===== src/design/pmp_pkg.sv =====
`default_nettype none

package pmp_pkg;

  // ------------------------------------------------------------
  // Sizes
  // ------------------------------------------------------------

  localparam int PMP_NUM_REGIONS = 4;
  localparam int PMP_IDX_W       = 2;
  localparam int PMP_ADDR_W      = 34;

  // Word address used for matching, granularity fixed at 4 bytes
  localparam int PMP_WORD_W      = PMP_ADDR_W - 2;

  // ------------------------------------------------------------
  // Encodings
  // ------------------------------------------------------------

  typedef enum logic [1:0] {
    PMP_MODE_OFF   = 2'b00,
    PMP_MODE_TOR   = 2'b01,
    PMP_MODE_NA4   = 2'b10,
    PMP_MODE_NAPOT = 2'b11
  } pmp_mode_e;

  typedef enum logic [1:0] {
    PRIV_LVL_U = 2'b00,
    PRIV_LVL_M = 2'b11
  } priv_lvl_e;

  typedef enum logic [1:0] {
    PMP_ACC_EXEC  = 2'b00,
    PMP_ACC_WRITE = 2'b01,
    PMP_ACC_READ  = 2'b10
  } pmp_acc_e;

  // ------------------------------------------------------------
  // CSR view
  // ------------------------------------------------------------

  typedef struct packed {
    logic      lock;
    pmp_mode_e mode;
    logic      exec;
    logic      write;
    logic      read;
  } pmp_cfg_t;

  typedef struct packed {
    logic mml;
    logic mmwp;
  } mseccfg_t;

  // Address words hold bits 33:2 of the region boundary
  typedef struct packed {
    pmp_cfg_t [PMP_NUM_REGIONS-1:0]                  cfg;
    logic     [PMP_NUM_REGIONS-1:0][PMP_WORD_W-1:0] addr;
    mseccfg_t                                        mseccfg;
  } pmp_csr_t;

  // ------------------------------------------------------------
  // Pipeline payloads
  // ------------------------------------------------------------

  typedef struct packed {
    logic [PMP_ADDR_W-1:0] addr;
    pmp_acc_e              acc;
    priv_lvl_e             priv;
  } pmp_req_t;

  typedef struct packed {
    logic                 matched;
    logic [PMP_IDX_W-1:0] index;
    pmp_cfg_t             cfg;
    pmp_acc_e             acc;
    priv_lvl_e            priv;
    mseccfg_t             mseccfg;
  } pmp_match_t;

  typedef struct packed {
    logic                 allowed;
    logic                 matched;
    logic                 locked;
    logic [PMP_IDX_W-1:0] index;
  } pmp_result_t;

endpackage

`default_nettype wire


===== src/design/pmp_access_check.sv =====
`timescale 1ns/1ps
`default_nettype none

module pmp_access_check
  import pmp_pkg::*;
(
  input  logic        clk,
  input  logic        reset_i,
  input  logic        match_valid_i,
  input  pmp_match_t  match_i,
  output logic        result_valid_o,
  output pmp_result_t result_o
);

  logic        priv_m;
  logic        priv_u;
  logic [3:0]  lrwx;
  logic        rwx_bit;
  logic        classic_ok;
  logic        mml_ok;
  logic        nomatch_ok;
  logic        allowed_d;
  pmp_result_t result_d;

  assign priv_m = (match_i.priv == PRIV_LVL_M);
  assign priv_u = (match_i.priv == PRIV_LVL_U);

  // Permission nibble in table order L R W X
  assign lrwx = {match_i.cfg.lock, match_i.cfg.read, match_i.cfg.write, match_i.cfg.exec};

  // ------------------------------------------------------------
  // MML clear, region matched
  // ------------------------------------------------------------

  always_comb begin
    case (match_i.acc)
      PMP_ACC_READ:  rwx_bit = match_i.cfg.read;
      PMP_ACC_WRITE: rwx_bit = match_i.cfg.write;
      PMP_ACC_EXEC:  rwx_bit = match_i.cfg.exec;
      default:       rwx_bit = 1'b0;
    endcase
  end

  // Unlocked regions do not restrict M-mode
  assign classic_ok = priv_m ? (~match_i.cfg.lock | rwx_bit) : (priv_u & rwx_bit);

  // ------------------------------------------------------------
  // MML set, region matched
  // ------------------------------------------------------------

  always_comb begin
    mml_ok = 1'b0;
    case (match_i.acc)
      PMP_ACC_READ: begin
        if (priv_m) begin
          mml_ok = lrwx inside {4'b0010, 4'b0011, 4'b1011, 4'b1100,
                                4'b1101, 4'b1110, 4'b1111};
        end else if (priv_u) begin
          mml_ok = lrwx inside {4'b0010, 4'b0011, 4'b0100, 4'b0101,
                                4'b0110, 4'b0111, 4'b1111};
        end
      end
      PMP_ACC_WRITE: begin
        if (priv_m) begin
          mml_ok = lrwx inside {4'b0010, 4'b0011, 4'b1110};
        end else if (priv_u) begin
          mml_ok = lrwx inside {4'b0011, 4'b0110, 4'b0111};
        end
      end
      PMP_ACC_EXEC: begin
        // Locked W and WX are shared code regions for both modes
        if (priv_m) begin
          mml_ok = lrwx inside {4'b1001, 4'b1010, 4'b1011, 4'b1101};
        end else if (priv_u) begin
          mml_ok = lrwx inside {4'b0001, 4'b0101, 4'b0111, 4'b1010, 4'b1011};
        end
      end
      default: begin
        mml_ok = 1'b0;
      end
    endcase
  end

  // ------------------------------------------------------------
  // No match
  // ------------------------------------------------------------

  always_comb begin
    nomatch_ok = 1'b0;
    if (priv_m) begin
      case (match_i.acc)
        PMP_ACC_READ:  nomatch_ok = ~match_i.mseccfg.mmwp;
        PMP_ACC_WRITE: nomatch_ok = ~match_i.mseccfg.mmwp;
        PMP_ACC_EXEC:  nomatch_ok = ~match_i.mseccfg.mmwp & ~match_i.mseccfg.mml;
        default:       nomatch_ok = 1'b0;
      endcase
    end
  end

  // ------------------------------------------------------------
  // Result register
  // ------------------------------------------------------------

  always_comb begin
    if (match_i.matched) begin
      allowed_d = match_i.mseccfg.mml ? mml_ok : classic_ok;
    end else begin
      allowed_d = nomatch_ok;
    end
  end

  assign result_d.allowed = allowed_d;
  assign result_d.matched = match_i.matched;
  assign result_d.locked  = match_i.cfg.lock;
  assign result_d.index   = match_i.index;

  always_ff @(posedge clk) begin
    if (reset_i) begin
      result_valid_o <= 1'b0;
    end else begin
      result_valid_o <= match_valid_i;
    end
  end

  always_ff @(posedge clk) begin
    if (match_valid_i) begin
      result_o <= result_d;
    end
  end

  a_valid_latency: assert property (@(posedge clk) disable iff (reset_i)
    result_valid_o == $past(match_valid_i));

  // U-mode outside every region is always denied
  a_umode_nomatch_denied: assert property (@(posedge clk) disable iff (reset_i)
    match_valid_i && !match_i.matched && (match_i.priv == PRIV_LVL_U)
    |=> !result_o.allowed && !result_o.matched);

endmodule

`default_nettype wire


===== config.mk =====
export PLATFORM = sky130hd
export DESIGN_NAME = pmp_access_check
export DESIGN_NICKNAME = d
export VERILOG_FILES = /design/src/design/pmp_pkg.sv /design/src/design/pmp_access_check.sv
export SDC_FILE = /design/constraint.sdc
export NUM_CORES = 1
export LEC_CHECK = 0
export ABC_CLOCK_PERIOD_IN_PS = 1900
export BUFFER_PORTS_ARGS = -buffer_cell sky130_fd_sc_hd__buf_2
export CAP_MARGIN = 15
export CELL_PAD_IN_SITES_DETAIL_PLACEMENT = 1
export CELL_PAD_IN_SITES_GLOBAL_PLACEMENT = 1
export CORE_MARGIN = 2
export CORE_UTILIZATION = 31
export CTS_CLUSTER_DIAMETER = 80
export DETAILED_ROUTE_END_ITERATION = 12
export PLACE_DENSITY_LB_ADDON = 0.1
export RECOVER_POWER = 25
export SYNTH_ARGS = -nofsm -noshare
export SYNTH_HDL_FRONTEND = slang
export SYNTH_SLANG_ARGS = --single-unit

===== constraint.sdc =====
create_clock -name clk -period 1.9 [get_ports clk]
set_clock_uncertainty 0.15 [all_clocks]
set_input_delay 0.19 -clock clk [delete_from_list [all_inputs] [get_ports clk]]
set_output_delay 0.19 -clock clk [all_outputs]
set_load 0.01 [all_outputs]

==> results of run 1 <==
registers in the layout, summed over array words and instances, names as in the netlist:
signal and cells:
result_o 5, result_valid_o 1
metal layers:
metal,track usage,share of wire,vias up
met5,0,0,-
met4,0.0364,0,0
met3,0.0511,0.047,0
met2,0.191,0.45,12
met1,0.193,0.50,221
li1,-,-,238
metrics by stage:
| step | total power, mW | setup slack, ns | hold slack [ns] | cell area (µm²) |
|---|---|---|---|---|
| final | 0.369 | 0.299 | 0.115 | 647 |
| after global routing | 0.396 | 0.209 | 0.114 | 647 |
| after CTS | 0.376 | 0.317 | 0.0311 | 651 |
| after detailed placement | 0.241 | 0.0662 | 0.200 | 594 |
| after global placement | 0.240 | 0.0378 | 0.195 | 594 |
| after floorplan | 0.198 | 0.336 | 0.112 | 473 |
cell type report:
class,count,area [µm²]
clock buffer,4,26.3
timing repair buffer,25,139
fill,190,825
multi-input combinational,36,280
inverter,3,11.3
sequential,6,170
tap,16,20.0
report_power, final:
part	switching, mW	internal, mW
Sequential	0.00203	0.154
Combinational	0.0452	0.0408
Clock	0.0470	0.0796
Total	0.0943	0.274
synthesized netlist by cell type (all sizes together) (2+ instances only):
cell     n  share of area
edfxtp   5           0.32
ha       4           0.11
inv      3          0.024
nand2b   3          0.040
nor2b    3          0.040
a211o    2          0.040
a31oi    2          0.026
nand3    2          0.021
nor3     2          0.021
o2111ai  2          0.037
kinds of logic after synthesis:
kind of cell | after synthesis | share of synthesized area
flops | 6 | 0.360
xor+xnor | 1 | 0.0185
buf+inv | 4 | 0.0476
simple gates | 20 | 0.280
fa+ha+maj | 4 | 0.106
compound gates | 11 | 0.188
final timing paths:
kind	start	end	slack, ns	cells past startpoint
setup / recovery	match_i[4]	result_o[4]	0.30	7
hold / removal	match_i[14]	result_o[3]	0.12	1
==> summary.txt, run 1 <==
Drt
  – Vias per std cell: 5.23
  – DRT Pass-1 Iters: 4
  – DRC: 0
  – Wire length per cell: 12.8 µm
  – Final ANT Viol Nets: 0
  – DRT Wirelength: 1.16 mm
  – Initial detailed-routing violation count: 15
  – Via count: 471

Placement
  – Post-DP HPWL: 890 µm
  – Inst Count DP: 83
  – GP Congestion: between 0.7 and 0.8
  – PortBufs: 21

Critical path
  – WP data required: 1.74 ns
  – CP max-delay cell: a222oi_1
  – Worst path bufs/invs: 2
  – CP cell instances: buf_2 > inv_1 > ha_1 > a222oi_1 > or4_1 > nand3_1 > a211o_1
  – CP max stage delay: 0.38 ns
  – Worst setup SP type: input port
  – CP max FO: 4
  – CP endpoint kind: flip-flop
  – Cell family with most CP delay: compound AO/OA/AOI/OAI gates
  – WP data arrival: 1.44 ns
  – Critical path class: in -> reg

Power
  – Power per cell area: 570 nW/µm²
  – Peak VDD IR: about 360 µV
  – Leakage power: 0.286 nW

Finish
  – ANT cells: 0
  – Fin cells: 90
  – Area Overhead vs Synth: 36.8%
  – Commonest non-fill, non-tap cell in the layout: buf_2
  – Layout cells sized above 1: 0.338
  – Most frequent cells in the layout: buf_2, edfxtp_1, ha_1, clkbuf_1
  – Final #Nets: 97
  – Post-layout util: 0.440

Clock tree
  – Post-CTS sizing: 0
  – H-tree depth: 1
  – # hold bufs at CTS: 3
  – Post-CTS Setup Bufs: 0
  – CTS Buf Count: 3
  – Clock sinks: 6
  – CTS tree: yes
  – Buffer depth of the longest clock path: 2
  – Clock-pin slew on the worst setup and hold paths: around 0.04 ns
  – Root Driver: clkbuf_4

Die
  – DIE WIDTH: 43.1 µm
  – DIE HEIGHT: around 43 µm
  – Die outline area: 1850 µm²
  – Core area: 1470 µm²
  – Num ports: 24
  – Initial cell density of the core: 0.321
  – Placement row count: 14

Synth
  – Cell count after synthesis: 46
  – Sequential share of the synthesized area: 0.360
  – Register bit count reported by yosys: 6
  – Number of enable flip-flop cells after synthesis: 5
  – Syn nets: 68
  – Synth Warn #: 0
  – Yosys cell types: 29
  – Mean Syn Cell Area: 10.3 µm²
  – Synth Flop Type: edfxtp_1
  – Post-Syn Area: 473 µm²
  – Ys async rst share: 0

Global route
  – Largest net degree at the start of global routing: 10
  – Overall track demand over capacity in global routing: 0.135
  – First-pass GRT wire length: 1.87 mm
  – Initial antenna violation count: 0
  – Global route total overflow: 0
  – Vias in the first global route: 451

Timing
  – RSZ-0062 raised after global routing: no
  – Fin. max-slew vios: 0
  – Setup TNS Final: 0 ns
  – Slew HR: 0.759
  – Achievable Freq: 0.624 GHz
  – Post-layout min period: ~1.6 ns
  – Endpoints failing setup: 0
  – Final hold violation count: 0
  – Worst-Margin Slew: 0.361 ns
  – Final period util: 0.843

Status
  – Outcome: finished, final reports clean

Job
  – # Max-Cap Violations: 0

Min path
  – Hold crit path type: in -> reg
(Power assumes the default switching activity.)
==> run 2, diff against run 1 <==
--- a/config.mk
+++ b/config.mk
@@ -5,13 +5,14 @@
 export SDC_FILE = /design/constraint.sdc
 export NUM_CORES = 1
 export LEC_CHECK = 0
-export ABC_CLOCK_PERIOD_IN_PS = 1900
+export ABC_AREA = 1
+export ABC_CLOCK_PERIOD_IN_PS = 1490
 export BUFFER_PORTS_ARGS = -buffer_cell sky130_fd_sc_hd__buf_2
 export CAP_MARGIN = 15
 export CELL_PAD_IN_SITES_DETAIL_PLACEMENT = 1
 export CELL_PAD_IN_SITES_GLOBAL_PLACEMENT = 1
 export CORE_MARGIN = 2
-export CORE_UTILIZATION = 31
+export CORE_UTILIZATION = 27
 export CTS_CLUSTER_DIAMETER = 80
 export DETAILED_ROUTE_END_ITERATION = 12
 export PLACE_DENSITY_LB_ADDON = 0.1
==> constraint.sdc (replaced) <==
create_clock -name clk -period 1.49 [get_ports clk]
set_clock_uncertainty 0.15 [all_clocks]
set_input_delay 0.149 -clock clk [delete_from_list [all_inputs] [get_ports clk]]
set_output_delay 0.149 -clock clk [all_outputs]
set_load 0.01 [all_outputs]
==> run 2 against run 1 <==
Effect of this change: worst setup slack lost 0.13 ns; die area grew 5.4%; core utilization grew 0.057 points; first-iteration DRC count shrank 67%; worst hold slack lost 0.0063 ns; critical path type unchanged; highest routed layer unchanged.
==> summary.txt, run 2 <==
Status
  – Outcome: finished, final reports clean

Finish
  – Fillers: 209 (+10%)
  – Largest regs: result_o (5), result_valid_o (1)
  – Biggest register: result_o
  – Commonest non-fill, non-tap cell in the layout: nand2_1
  – Max FFs per register: 5 (unchanged)
  – FF/Latch Area: 170 µm² (unchanged)
  – Final #Nets: 117 (+21%)
  – Multi-input logic area: 229 µm² (-18%)
  – Area Overhead vs Synth: 51.9%
  – Most frequent cells in the layout: nand2_1, buf_2, inv_1
  – ANT cells: 0 (unchanged)
  – Layout cells sized above 1: 0.287 (-0.0506)

Global route
  – Global route total overflow: 0 (unchanged)
  – First-pass GRT wire length: 2.08 mm (+11%)
  – Initial antenna violation count: 0 (unchanged)
  – Vias in the first global route: 482 (+6.9%)
  – Largest net degree at the start of global routing: 7 (-3)
  – Overall track demand over capacity in global routing: 0.147 (+0.0115)

Critical path
  – Worst path most repeated cell: nand2_1
  – CP max-delay cell: ha_1
  – CP endpoint kind: flip-flop
  – CP max stage delay: 0.23 ns (-0.15 ns)
  – CP max FO: 4 (unchanged)
  – WP data required: 1.35 ns (-0.39 ns)
  – CP cell instances: buf_2 > inv_1 > ha_1 > nand3_1 > nand2_1 > a21oi_1 > nand2_1 > nand2_1 > nand2_1 > nand2_1 > nand2_1 > nand2_1 > nand2_1
  – Worst path bufs/invs: 2 (unchanged)
  – Critical path class: in -> reg
  – WP data arrival: 1.18 ns (-0.26 ns)
  – Cell family with most CP delay: simple AND/OR/NAND/NOR gates
  – WP depth: 13 (+6)
  – Worst setup SP type: input port

Clock tree
  – Clock sinks: 6 (unchanged)
  – CTS Buf Count: 3 (unchanged)
  – Root Driver: clkbuf_4
  – Clock-pin slew on the worst setup and hold paths: 0.05 ns (about the same)
  – Buffer depth of the longest clock path: 2 (unchanged)
  – Post-CTS Setup Bufs: 0 (unchanged)
  – # hold bufs at CTS: 4 (+1)
  – Post-CTS sizing: 0 (unchanged)
  – H-tree depth: 1 (unchanged)
  – CTS tree: yes

Synth
  – Cell taking the most area after synthesis: edfxtp_1
  – Syn nets: 82 (+21%)
  – Register bit count reported by yosys: 6 (unchanged)
  – Mean Syn Cell Area: 7.28 µm² (-29%)
  – Number of enable flip-flop cells after synthesis: 5 (unchanged)
  – Yosys cell types: 14 (-52%)
  – Synth top area cells: edfxtp_1, nand2_1, ha_1, inv_1, dfxtp_1
  – Synth top cells by count: nand2_1, inv_1, edfxtp_1, nor2_1
  – Top cell type's share of synthesized area: 0.344 (+0.0264)
  – Synth Flop Type: edfxtp_1
  – Most frequent cell after synthesis: nand2_1
  – Synth Warn #: 0 (unchanged)
  – Sequential share of the synthesized area: 0.390 (+0.0299)
  – Cell count after synthesis: 60 (+30%)
  – Post-Syn Area: 437 µm² (-7.7%)
  – Ys async rst share: 0 (unchanged)

Drt
  – Vias per std cell: 4.46 (-15%)
  – Final ANT Viol Nets: 0 (unchanged)
  – DRT Wirelength: 1.21 mm (+4.2%)
  – Wire length per cell: 11.0 µm (-15%)
  – DRC: 0 (unchanged)
  – Via count: 491 (+4.2%)
  – Initial detailed-routing violation count: 5 (-10)
  – DRT Pass-1 Iters: 4 (unchanged)

Timing
  – Final period util: 0.889
  – Fin. max-slew vios: 0 (unchanged)
  – Worst-Margin Slew: 0.323 ns (-0.0387 ns)
  – Final hold violation count: 0 (unchanged)
  – RSZ-0062 raised after global routing: no
  – Achievable Freq: roughly 0.75 GHz
  – Post-layout min period: 1.33 ns
  – Slew HR: 0.785 (+0.0258)
  – Fin Hold WS: 0.109 ns (-0.00626 ns)
  – Endpoints failing setup: 0 (unchanged)

Die
  – Initial cell density of the core: 0.290 (-0.0316)
  – DIE WIDTH: 44.2 µm (+2.7%)
  – Num ports: 24 (unchanged)
  – Core area: 1510 µm² (+2.4%)
  – Placement row count: 14 (unchanged)
  – Die outline area: 1950 µm² (+5.4%)
  – DIE HEIGHT: 44.2 µm (+2.7%)

Power
  – Design Power: 0.481 mW (+30%)
  – Power per cell area: 725 nW/µm² (+27%)
  – Leakage power: 0.370 nW (+29%)
  – Peak VDD IR: 690 µV (+93%)

Placement
  – PortBufs: 21 (unchanged)
  – GP Congestion: 0.692 (-7.2%)
  – Post-DP HPWL: 947 µm (+6.4%)

Min path
  – Hold crit path type: in -> reg
  – Worst hold stages: 1 (unchanged)

Job
  – # Max-Cap Violations: 0 (unchanged)
==> run 2: final cells by class <==
cell class	count	area share
Inverter	10	0.0566
Sequential cell	6	0.257
Timing Repair Buffer	30	0.272
Tap cell	16	0.0302
Multi-Input combinational cell	44	0.345
Clock buffer	4	0.0396
==> run 2: metrics by stage <==
step           setup TNS (ns)  utilization  worst slack (ns)  cell area, µm²  instances
2_1_floorplan               0            -             0.152             437         60
3_3_place_gp           -0.107        0.398            -0.107             599        102
3_5_place_dp           -0.117        0.398            -0.117             599        102
4_1_cts                     0        0.442             0.156             666        110
5_1_grt                     0        0.440            0.0302             663        110
6_report                    0        0.440             0.165             663        110
==> run 2: final timing paths <==
path | start | endpoint | slack, ns
worst max-delay path | match_i[5] | result_o[4] | 0.16
worst min-delay path | match_i[11] | result_o[2] | 0.11
==> run 2: where the power goes <==
part | switching [mW] | internal [mW]
sequential | 0.00247 | 0.196
clock | 0.0656 | 0.102
combinational | 0.0606 | 0.0543
==> run 2: per-layer routing <==
| metal | GRT usage | wire length, µm |
|---|---|---|
| met1 | 0.187 | 599 |
| met2 | 0.238 | 536 |
| met5 | 0 | 0 |
| met4 | 0.0182 | 0 |
| met3 | 0.0612 | 68 |
==> run 2: logic make-up after synthesis <==
logic type	share of synthesized area
adder cells (fa/ha/maj)	0.115
AND/OR/NAND/NOR	0.281
buffers and inverters	0.0860
flip-flops	0.390
AO/OA/AOI/OAI	0.129
